$ cat src/rtl/trap_params.svh
// Build-time parameters of the trap path
// Included by the package and by every RTL module that needs a width or a switch

`ifndef TRAP_PARAMS_SVH
`define TRAP_PARAMS_SVH

// Register width, 32 or 64
`define XLEN 32

// Compressed instructions allowed
// Instruction addresses then need only 2-byte alignment
`define ENABLE_C_EXT 1

// Misaligned loads and stores raise an exception
// Clear it when the memory system handles them in hardware
`define MISALIGN_TRAP_EN 1

`endif

$ cat src/rtl/trap_pkg.sv
// Shared types of the trap path
// Compiled ahead of the RTL, every module refers to it by scoped names

`include "trap_params.svh"

package trap_pkg;

  // Exception cause codes, privileged specification numbering
  typedef enum logic [4:0] {
    CAUSE_INST_MISALIGNED  = 5'd0,
    CAUSE_INST_ACCESS      = 5'd1,
    CAUSE_ILLEGAL_INST     = 5'd2,
    CAUSE_BREAKPOINT       = 5'd3,
    CAUSE_LOAD_MISALIGNED  = 5'd4,
    CAUSE_LOAD_ACCESS      = 5'd5,
    CAUSE_STORE_MISALIGNED = 5'd6,
    CAUSE_STORE_ACCESS     = 5'd7,
    CAUSE_ECALL_U          = 5'd8,
    CAUSE_ECALL_S          = 5'd9,
    CAUSE_ECALL_M          = 5'd11,
    CAUSE_INST_PAGE_FAULT  = 5'd12,
    CAUSE_LOAD_PAGE_FAULT  = 5'd13,
    CAUSE_STORE_PAGE_FAULT = 5'd15
  } cause_e;

  // Privilege modes, 2 is reserved
  typedef enum logic [1:0] {
    PRIV_U = 2'd0,
    PRIV_S = 2'd1,
    PRIV_M = 2'd3
  } priv_e;

  // SYSTEM view of an instruction word
  typedef struct packed {
    logic [11:0] funct12;
    logic [4:0]  rs1;
    logic [2:0]  funct3;
    logic [4:0]  rd;
    logic [6:0]  opcode;
  } sys_fmt_t;

  // R-type view of the same word
  typedef struct packed {
    logic [6:0] funct7;
    logic [4:0] rs2;
    logic [4:0] rs1;
    logic [2:0] funct3;
    logic [4:0] rd;
    logic [6:0] opcode;
  } reg_fmt_t;

  typedef union packed {
    sys_fmt_t sys;
    reg_fmt_t r;
  } inst_u;

  // ========================================
  // Stage inputs, fields qualified by valid
  // ========================================
  typedef struct packed {
    logic              valid;
    logic [`XLEN-1:0]  pc;
  } if_stage_t;

  typedef struct packed {
    logic              valid;
    logic [`XLEN-1:0]  pc;
    inst_u             inst;
  } id_stage_t;

  typedef struct packed {
    logic              valid;
    logic              read;
    logic              write;
    logic [2:0]        funct3;
    logic [`XLEN-1:0]  pc;
    logic [`XLEN-1:0]  addr;
    logic              page_fault;
    logic [`XLEN-1:0]  fault_vaddr;
  } mem_stage_t;

  // Decoder flags, already gated by ID valid
  typedef struct packed {
    logic illegal;
    logic ecall;
    logic ebreak;
    logic mret;
  } sys_class_t;

  // Selected trap
  typedef struct packed {
    logic              valid;
    cause_e            cause;
    logic [`XLEN-1:0]  pc;
    logic [`XLEN-1:0]  tval;
  } trap_t;

endpackage

$ cat src/rtl/system_decoder.sv
// Classifies the ID instruction word for the trap path
// Purely combinational, flags are zero while ID is not valid

`timescale 1ns/1ps

`include "trap_params.svh"

module system_decoder (
  input  trap_pkg::id_stage_t  id,
  output trap_pkg::sys_class_t cls
);

  // Base opcodes
  localparam logic [6:0] OPC_LUI      = 7'b0110111;
  localparam logic [6:0] OPC_AUIPC    = 7'b0010111;
  localparam logic [6:0] OPC_JAL      = 7'b1101111;
  localparam logic [6:0] OPC_JALR     = 7'b1100111;
  localparam logic [6:0] OPC_BRANCH   = 7'b1100011;
  localparam logic [6:0] OPC_LOAD     = 7'b0000011;
  localparam logic [6:0] OPC_STORE    = 7'b0100011;
  localparam logic [6:0] OPC_OP_IMM   = 7'b0010011;
  localparam logic [6:0] OPC_OP       = 7'b0110011;
  localparam logic [6:0] OPC_MISC_MEM = 7'b0001111;
  localparam logic [6:0] OPC_SYSTEM   = 7'b1110011;
  // RV64 word forms
  localparam logic [6:0] OPC_OP_IMM32 = 7'b0011011;
  localparam logic [6:0] OPC_OP32     = 7'b0111011;

  logic opcode_ok;
  logic is_system;
  logic priv_fmt;
  logic raw_ecall;
  logic raw_ebreak;
  logic raw_mret;
  logic sys_ok;
  logic funct7_ok;

  always_comb begin
    unique case (id.inst.sys.opcode)
      OPC_LUI, OPC_AUIPC, OPC_JAL, OPC_JALR, OPC_BRANCH, OPC_LOAD, OPC_STORE,
      OPC_OP_IMM, OPC_OP, OPC_MISC_MEM, OPC_SYSTEM: opcode_ok = 1'b1;
      OPC_OP_IMM32, OPC_OP32:                       opcode_ok = (`XLEN == 64);
      default:                                      opcode_ok = 1'b0;
    endcase
  end

  assign is_system = (id.inst.sys.opcode == OPC_SYSTEM);
  // rs1, funct3 and rd all zero in the privileged group
  assign priv_fmt  = (id.inst.sys.rs1 == 5'd0) && (id.inst.sys.funct3 == 3'd0) &&
                     (id.inst.sys.rd == 5'd0);

  assign raw_ecall  = is_system && priv_fmt && (id.inst.sys.funct12 == 12'h000);
  assign raw_ebreak = is_system && priv_fmt && (id.inst.sys.funct12 == 12'h001);
  assign raw_mret   = is_system && priv_fmt && (id.inst.sys.funct12 == 12'h302);

  // CSR ops legal apart from funct3 100, privileged group only by exact match
  assign sys_ok = (id.inst.sys.funct3 != 3'd0) ? (id.inst.sys.funct3 != 3'b100) :
                  (raw_ecall || raw_ebreak || raw_mret);

  // Base ALU, alternate ALU and M-extension funct7
  assign funct7_ok = (id.inst.r.funct7 == 7'h00) || (id.inst.r.funct7 == 7'h20) ||
                     (id.inst.r.funct7 == 7'h01);

  assign cls.illegal = id.valid && (!opcode_ok || (is_system && !sys_ok) ||
                       ((id.inst.r.opcode == OPC_OP) && !funct7_ok));
  assign cls.ecall   = id.valid && raw_ecall;
  assign cls.ebreak  = id.valid && raw_ebreak;
  assign cls.mret    = id.valid && raw_mret;

endmodule

$ cat src/rtl/exception_unit.sv
// Detects exceptions of the IF, ID and MEM stages in one cycle
// Selects one by fixed priority and builds cause, pc and tval
// Combinational, the clock only samples the consistency check

`timescale 1ns/1ps

`include "trap_params.svh"

module exception_unit (
  input  logic                 clk,
  input  trap_pkg::if_stage_t  if_s,
  input  trap_pkg::id_stage_t  id_s,
  input  trap_pkg::mem_stage_t mem_s,
  input  trap_pkg::sys_class_t cls,
  input  trap_pkg::priv_e      priv,
  output trap_pkg::trap_t      trap
);

  logic             if_mis;
  logic             ld_mis;
  logic             st_mis;
  logic             ld_pf;
  logic             st_pf;
  trap_pkg::cause_e ecall_cause;

  // ========================================
  // Source detection
  // ========================================

  // Fetch alignment, 2 bytes with C, else 4
  assign if_mis = if_s.valid && (`ENABLE_C_EXT ? if_s.pc[0] : (if_s.pc[1:0] != 2'b00));

  generate
    if (`MISALIGN_TRAP_EN) begin : g_misalign
      logic ld_half;
      logic ld_word;
      logic ld_dbl;
      logic st_half;
      logic st_word;
      logic st_dbl;

      // Signed and unsigned load sizes share one check
      assign ld_half = (mem_s.funct3 == 3'b001) || (mem_s.funct3 == 3'b101);
      assign ld_word = (mem_s.funct3 == 3'b010) || (mem_s.funct3 == 3'b110);
      assign ld_dbl  = (`XLEN == 64) && (mem_s.funct3 == 3'b011);
      assign st_half = (mem_s.funct3 == 3'b001);
      assign st_word = (mem_s.funct3 == 3'b010);
      assign st_dbl  = (`XLEN == 64) && (mem_s.funct3 == 3'b011);

      assign ld_mis = mem_s.valid && mem_s.read &&
                      ((ld_half && mem_s.addr[0]) ||
                       (ld_word && (mem_s.addr[1:0] != 2'b00)) ||
                       (ld_dbl && (mem_s.addr[2:0] != 3'b000)));
      assign st_mis = mem_s.valid && mem_s.write &&
                      ((st_half && mem_s.addr[0]) ||
                       (st_word && (mem_s.addr[1:0] != 2'b00)) ||
                       (st_dbl && (mem_s.addr[2:0] != 3'b000)));
    end else begin : g_no_misalign
      // Memory side handles any alignment
      assign ld_mis = 1'b0;
      assign st_mis = 1'b0;
    end
  endgenerate

  // Page faults come straight from the MMU
  assign ld_pf = mem_s.valid && mem_s.read && mem_s.page_fault;
  assign st_pf = mem_s.valid && mem_s.write && mem_s.page_fault;

  // ECALL cause follows the current mode
  always_comb begin
    case (priv)
      trap_pkg::PRIV_U: ecall_cause = trap_pkg::CAUSE_ECALL_U;
      trap_pkg::PRIV_S: ecall_cause = trap_pkg::CAUSE_ECALL_S;
      default:          ecall_cause = trap_pkg::CAUSE_ECALL_M;
    endcase
  end

  // ========================================
  // Priority select
  // ========================================
  always_comb begin
    trap = '0;
    if (if_mis) begin
      trap.valid = 1'b1;
      trap.cause = trap_pkg::CAUSE_INST_MISALIGNED;
      trap.pc    = if_s.pc;
      trap.tval  = if_s.pc;
    end else if (cls.ebreak) begin
      trap.valid = 1'b1;
      trap.cause = trap_pkg::CAUSE_BREAKPOINT;
      trap.pc    = id_s.pc;
      trap.tval  = id_s.pc;
    end else if (cls.ecall) begin
      // tval stays zero
      trap.valid = 1'b1;
      trap.cause = ecall_cause;
      trap.pc    = id_s.pc;
    end else if (cls.illegal) begin
      trap.valid      = 1'b1;
      trap.cause      = trap_pkg::CAUSE_ILLEGAL_INST;
      trap.pc         = id_s.pc;
      // Instruction word, upper bits zero
      trap.tval[31:0] = id_s.inst;
    end else if (ld_mis || st_mis) begin
      trap.valid = 1'b1;
      trap.cause = ld_mis ? trap_pkg::CAUSE_LOAD_MISALIGNED : trap_pkg::CAUSE_STORE_MISALIGNED;
      trap.pc    = mem_s.pc;
      trap.tval  = mem_s.addr;
    end else if (ld_pf || st_pf) begin
      trap.valid = 1'b1;
      trap.cause = ld_pf ? trap_pkg::CAUSE_LOAD_PAGE_FAULT : trap_pkg::CAUSE_STORE_PAGE_FAULT;
      trap.pc    = mem_s.pc;
      trap.tval  = mem_s.fault_vaddr;
    end
  end

  // Every trap traced back to a valid stage, decoder flags included
  a_trap_has_source: assert property (@(posedge clk)
    trap.valid |-> (if_s.valid || id_s.valid || mem_s.valid));

endmodule

$ cat src/rtl/trap_csr.sv
// Trap CSRs and privilege state of the core
// Captures mcause, mepc and mtval on a trap, restores the mode on MRET
// Wishbone classic slave for software access to the registers

`timescale 1ns/1ps

`include "trap_params.svh"

module trap_csr (
  input  logic                 clk,
  input  logic                 reset,
  input  trap_pkg::trap_t      trap,
  input  trap_pkg::sys_class_t cls,
  output trap_pkg::priv_e      priv,
  // Wishbone classic slave
  input  logic                 cyc,
  input  logic                 stb,
  input  logic                 we,
  input  logic [2:0]           adr,
  input  logic [`XLEN-1:0]     dat_w,
  output logic [`XLEN-1:0]     dat_r,
  output logic                 ack
);

  // Word addresses
  localparam logic [2:0] ADR_MSTATUS = 3'd0;
  localparam logic [2:0] ADR_MEPC    = 3'd1;
  localparam logic [2:0] ADR_MCAUSE  = 3'd2;
  localparam logic [2:0] ADR_MTVAL   = 3'd3;
  localparam logic [2:0] ADR_PRIV    = 3'd4;

  trap_pkg::cause_e   mcause;
  trap_pkg::priv_e    mpp;
  logic [`XLEN-1:0]   mepc;
  logic [`XLEN-1:0]   mtval;
  logic               req;
  logic [`XLEN-1:0]   rd_data;

  // New request only while no ack is out
  assign req = cyc && stb && !ack;

  // ========================================
  // CSR and privilege state
  // ========================================
  always_ff @(posedge clk) begin
    if (reset) begin
      priv   <= trap_pkg::PRIV_M;
      mpp    <= trap_pkg::PRIV_U;
      mcause <= trap_pkg::CAUSE_INST_MISALIGNED;
      mepc   <= '0;
      mtval  <= '0;
      ack    <= 1'b0;
    end else begin
      ack <= req;
      // Bus write to mepc, overridden below by a trap
      if (req && we && (adr == ADR_MEPC)) begin
        mepc <= dat_w;
      end
      if (trap.valid) begin
        mcause <= trap.cause;
        mepc   <= trap.pc;
        mtval  <= trap.tval;
        mpp    <= priv;
        priv   <= trap_pkg::PRIV_M;
      end else if (cls.mret) begin
        // Return to saved mode
        priv <= mpp;
        mpp  <= trap_pkg::PRIV_U;
      end
      // MPP write, reserved encoding leaves it as is
      if (req && we && (adr == ADR_MSTATUS) && (dat_w[12:11] != 2'b10)) begin
        mpp <= trap_pkg::priv_e'(dat_w[12:11]);
      end
    end
  end

  // ========================================
  // Read path
  // ========================================
  always_comb begin
    rd_data = '0;
    case (adr)
      ADR_MSTATUS: rd_data[12:11] = mpp;
      ADR_MEPC:    rd_data        = mepc;
      ADR_MCAUSE:  rd_data[4:0]   = mcause;
      ADR_MTVAL:   rd_data        = mtval;
      ADR_PRIV:    rd_data[1:0]   = priv;
      default:     rd_data        = '0;
    endcase
  end

  // Read data lands with ack
  always_ff @(posedge clk) begin
    if (req && !we) begin
      dat_r <= rd_data;
    end
  end

  // Single-cycle ack per request
  a_ack_one_cycle: assert property (@(posedge clk) disable iff (reset)
    ack |=> !ack);

  // Reserved mode never reached, also not through MRET
  a_priv_legal: assert property (@(posedge clk) disable iff (reset)
    priv != 2'b10);

endmodule

$ cat src/rtl/trap_top.sv
// Top level of the trap path
// Stage structs in, selected trap and privilege out, CSRs over Wishbone

`timescale 1ns/1ps

`include "trap_params.svh"

module trap_top (
  input  logic                 clk,
  input  logic                 reset,
  // Pipeline stages
  input  trap_pkg::if_stage_t  if_s,
  input  trap_pkg::id_stage_t  id_s,
  input  trap_pkg::mem_stage_t mem_s,
  // Trap and mode
  output trap_pkg::trap_t      trap,
  output trap_pkg::priv_e      priv,
  // Wishbone classic slave
  input  logic                 cyc,
  input  logic                 stb,
  input  logic                 we,
  input  logic [2:0]           adr,
  input  logic [`XLEN-1:0]     dat_w,
  output logic [`XLEN-1:0]     dat_r,
  output logic                 ack
);

  trap_pkg::sys_class_t cls;

  // ID word classification
  system_decoder u_decoder (
    .id  (id_s),
    .cls (cls)
  );

  // Stage checks and priority
  exception_unit u_exception (
    .clk   (clk),
    .if_s  (if_s),
    .id_s  (id_s),
    .mem_s (mem_s),
    .cls   (cls),
    .priv  (priv),
    .trap  (trap)
  );

  // Trap registers and bus slave
  trap_csr u_csr (
    .clk   (clk),
    .reset (reset),
    .trap  (trap),
    .cls   (cls),
    .priv  (priv),
    .cyc   (cyc),
    .stb   (stb),
    .we    (we),
    .adr   (adr),
    .dat_w (dat_w),
    .dat_r (dat_r),
    .ack   (ack)
  );

endmodule

$ cat config.mk
export PLATFORM = sky130hd
export DESIGN_NAME = trap_top
export DESIGN_NICKNAME = d
export VERILOG_FILES = /design/src/rtl/trap_pkg.sv /design/src/rtl/system_decoder.sv /design/src/rtl/exception_unit.sv /design/src/rtl/trap_csr.sv /design/src/rtl/trap_top.sv
export VERILOG_INCLUDE_DIRS = /design/src /design/src/rtl
export SDC_FILE = /design/constraint.sdc
export NUM_CORES = 1
export LEC_CHECK = 0
export BUFFER_PORTS_ARGS = -buffer_cell sky130_fd_sc_hd__buf_2
export CAP_MARGIN = 5
export CORE_AREA = 2 2 133 135
export DETAILED_ROUTE_END_ITERATION = 10
export DIE_AREA = 0 0 135 137
export GPL_TIMING_DRIVEN = 0
export PLACE_DENSITY_LB_ADDON = 0.05
export SLEW_MARGIN = 20
export SYNTH_ARGS = -nofsm -noshare
export SYNTH_HDL_FRONTEND = slang
export SYNTH_SLANG_ARGS = --single-unit
$ cat constraint.sdc
create_clock -name clk -period 3.7 [get_ports clk]
set_clock_uncertainty 0.2 [all_clocks]
set_input_delay 0.37 -clock clk [delete_from_list [all_inputs] [get_ports clk]]
set_output_delay 0.37 -clock clk [all_outputs]
set_load 0.005 [all_outputs]
Word-level counts from Yosys, hierarchy flattened
Index checks and enable logic that the tools add are counted.

Muxes and demuxes: 22. Equal/unequal tests: 26. Reductions and logical operators: 60.

Operators by type and width (count): 70-bit two-way mux (5); 32-bit two-way mux (3); 38-bit two-way mux (1); 19-bit case mux with 2 select lines (1); 1-bit logical AND (30); 7-bit by 6-bit equality test with 1-bit output (second input constant) (4); 7-bit equality test (second input constant) (4); 7-bit by 5-bit equality test with 1-bit output (second input constant) (2); 12-bit by 1-bit equality test with 1-bit output (second input constant) (1); 12-bit by 10-bit equality test with 1-bit output (second input constant) (1); 12-bit zero test (1); 1-bit logical OR (12); 6-bit case mux with 2 select lines (1); 11-bit OR reduction (1); 5-bit zero test (2); 2-bit two-way mux (5); 3-bit by 2-bit equality test with 1-bit output (second input constant) (3); 3-bit equality test (second input constant) (3); 3-bit case mux with 3 select lines (1); 2-bit case mux with 4 select lines (1); 7-bit by 1-bit equality test with 1-bit output (second input constant) (1); 7-bit by 2-bit equality test with 1-bit output (second input constant) (1); 7-bit by 4-bit equality test with 1-bit output (second input constant) (1); 7-bit zero test (1); 13 further kinds (22).

Word-level logic and storage cells: 115. Output and inout port bits: 105. Bits of input ports: 241. Register bits: 106.

Depth between registers and ports, before layout
Depth after elaboration: 19. Depth in mapped cells: 10. Depth with buffers taken out: 8.

Cells and area by module
A second synthesis with hierarchy kept.

Cell total of the unflattened synthesis: 762. Area total of the unflattened synthesis: 7004.2 um^2.

Modules (own cells, without submodules): trap_csr (cells an instance 387, instances 1, area an instance 4718.3 um^2, seq. area each 2442.3 um^2); exception_unit (cells an instance 344, instances 1, area an instance 2080.7 um^2, seq. area each 0.0 um^2); system_decoder (cells an instance 31, instances 1, area an instance 205.2 um^2, seq. area each 0.0 um^2).

Worst setup path after synthesis
No wires, ideal clock.

Kind: input -> register. From: input port cyc. To: register u_csr.dat_r[0], enable pin. Arrival: 2059 ps. Buffers on the path: 0. Library setup time: 421 ps. Stages: 3. Slack: 1020 ps. Cell sequence: nand2_1 or2_2 nor2_1.

Cells in the longest elaborated chain, start to end: 3.

Ends and longest elaborated chain: start, declared (RTL line trap_top.sv:19) `input logic cyc,`; 1-bit logical AND (2 in series) (RTL line trap_csr.sv:40) `assign req = cyc && stb && !ack;`; 1-bit logical AND (RTL line trap_csr.sv:94) `if (req && !we) begin`; end signal, assigned (RTL line trap_csr.sv:95) `dat_r <= rd_data;`; end, declared (RTL line trap_csr.sv:21) `` output logic [`XLEN-1:0] dat_r, ``.

No other way between the ends. A chain may end at the register's enable or synchronous reset.

==> flow_summary.yaml <==
synthesis:
  async_reset_ff_frac: 0
  syn_avg_cell_area_um2: 8.40
  syn_nets: 990
  synth_area_leaders: "dfxtp_1 23%, edfxtp_1 15%, nand2_1 8.3%"
  syn_inst: 749
  synth_cell_type_count: 57
  synth_flop_cell: "dfxtp_1"
  synth-edff-count: 32
  synth_top_area_cell: "dfxtp_1"
  netlist_area_mm2: 0.00629
  netlist.area_leader.share: 0.232
  ys_warn_count: 0
  ys_seq_area_frac: 0.385
  synth.ff_latch_count: 105
pwr:
  power_density_mw_per_mm2: 361
  pwr-share-comb: 0.265
  net-switching-power_uw: 1010
  p_int_uw: 2110
  power_frac_clock: 0.305
  seqPwrFrac: 0.431
  p_sw_frac: 0.323
  vdd_ir_drop_max_uv: 213
  leakagePower_uw: 0.00387
clocking:
  cts_resized: 0
  cts_root_buf: "clkbuf_16"
  cts_num_sinks: 105
  clkTransAtPathRegs_ns: 0.07
  cts_inserted_buffers: 9
  clk_path_buf_depth: 2
  worstSkewPairLatency_ns: 0.35
  holdBufCountCts: 0
  cts_tree: "done"
  cts_setup_buffers: 0
  htreeDepth: 3
cells_and_area:
  drive_above_1_share: 0.364
  fin_nets: 1345
  mostFrequentLayoutCell: "buf_2"
  final_cells: 1338
  layout_common_cells: "363 x buf_2, 139 x nand2_1, 73 x dfxtp_1, 66 x a22oi_1, 48 x nor2_1"
  final_util: 0.505
  area_growth_pct: 37.1
floorplanning:
  dieArea_mm2: 0.0185
  rows: 48
  die_x_um: 135
  start_util: 0.369
  ioPinCount: 346
  die_h_um: 137
  core_mm2: 0.0171
timing:
  setup_viol: 0
  final-max-slew-violation-count: 0
  final-hold-violation-count: 0
  max-slew-margin-rel: 0.228
  timing.setup.tns_ns: 0
  rsz0062_at_grt: "false"
  worst_slew_pin_slew_ns: 1.15
  period_share: 0.970
  max_freq_mhz: 279
  min_period_ns: 3.59
  setup_ws_ns: 0.112
routing:
  viasPerCell: 5.80
  drt_iter0_markers: 666
  drt-wirelength-per-cell_um: 22.4
  wl_um: 30000
  vias: 7756
  ant_nets: 0
  drc_errors: 0
  dr.pass1.iters: 5
status:
  status: "finished, final reports clean"
worst_hold_path:
  min_path_type: "in -> reg"
  min_to: "u_csr.mepc[7]"
  worst_hold_path.num_cells: 3
  min_from: "id_s[39]"
critical_path:
  crit_arrival_ns: 3.02
  cp.required_ns: 3.13
  worstPathCellList: "buf_2 -> nor4_2 -> nand2_1 -> or4_1 -> buf_2 -> nor3_2 -> buf_2 -> a22oi_1 -> nand2_1 -> buf_2"
  path_max_fanout: 10
  end_kind: "output port"
  r2r_start: "u_csr.ack"
  startpoint_type: "primary input"
  worst-r2r-setup-slack_ns: 1.51
  timing.rr.end: "u_csr.mepc[8]"
  critPathKind: "in -> out"
  cpPeakStageDelay_ns: 0.54
  slowest_stage: "or4_1"
  worst-r2r-cell-count: 6
  crit_top_cell: "buf_2"
placed_design:
  gp_congestion: 0.925
  numPortBuffers: 343
  dp_cells: 1318
  dp_hpwl_um: 24900
  dp_slack_ns: 0.197
global_routing:
  grt_overflow: 0
  grt_pass1_wl_um: 43100
  grt_use_total: 0.314
  antenna_found_initial: 6
  grt_pass1_vias: 7295
  grt_max_degree: 26
job:
  cap_violations: 0
-- power by group through the flow --
| stage | combinational, uW | clock, uW | sequential, uW |
|---|---|---|---|
| after CTS | 815 | 950 | 1340 |
| after global routing | 895 | 998 | 1350 |
| after detailed placement | 812 | 0 | 1360 |
| after global placement | 807 | 0 | 1360 |
| final | 825 | 949 | 1340 |
| after floorplan | 407 | 0 | 1340 |
-- cell type report --
cell class,instances,area [um^2]
flip-flops and latches,105,2420
diodes,4,10.0
repair buffers,344,1740
multi-input cells,563,3520
inverters,7,26.3
well taps,225,282
fillers,1781,8440
clock inverters,6,48.8
clock buffers,10,239
plain buffers,74,329
-- worst max path at each step --
stage	start	endpoint	slack, ns	cells after the start
after global routing	id_s[15]	trap[12]	0.05	10
after detailed placement	id_s[15]	trap[12]	0.20	10
after global placement	id_s[15]	trap[12]	0.21	10
final	id_s[15]	trap[12]	0.11	10
after CTS	id_s[15]	trap[12]	0.19	10
after floorplan	cyc	u_csr.dat_r[0]	1.02	3
-- cells in the mapped netlist (all sizes together) (21+ instances only) --
cell,number
nand2,139
buf,29
o211ai,33
dfxtp,73
a311oi,47
a21oi,25
o21ai,21
clkbuf,45
nor2,49
and3,23
a22oi,66
a22o,27
edfxtp,32
-- sequential cells by signal (all words and copies together) (netlist names) --
register	flops
u_csr.dat_r	32
u_csr.mcause	4
u_csr.priv	2
u_csr.mepc	32
u_csr.mtval	32
u_csr.ack	1
u_csr.mpp	2
-- metrics by stage --
step	total power [uW]	hold WS, ns	cell area [um^2]
6_report	3120	0.128	8620
3_5_place_dp	2180	0.254	8320
3_3_place_gp	2170	0.246	8290
5_1_grt	3240	0.149	8620
2_1_floorplan	1740	0.237	6290
4_1_cts	3100	0.117	8610
-- per-layer routing --
layer,routed length [um],up-vias,track usage,share of wire
li1,-,3602,-,-
met5,24,-,0,0.00080
met2,13800,438,0.505,0.46
met3,2400,72,0.0433,0.080
met4,1000,4,0.123,0.033
met1,12800,3640,0.427,0.43
-- worst max-delay path, delay by kind of cell --
family                 cells  cell delay, ns
and+or+nand+nor            5            1.65
buffers and inverters      4            0.78
AOI/OAI and AO/OA          1            0.20
-- kinds of logic after synthesis --
group | synth area share
AO/OA/AOI/OAI | 0.348
XOR/XNOR | 0.00139
buffers and inverters | 0.0565
flip-flops | 0.385
multiplexers | 0.0121
other | 0.000596
AND/OR/NAND/NOR | 0.196
Power figures use the tool's default switching activity.
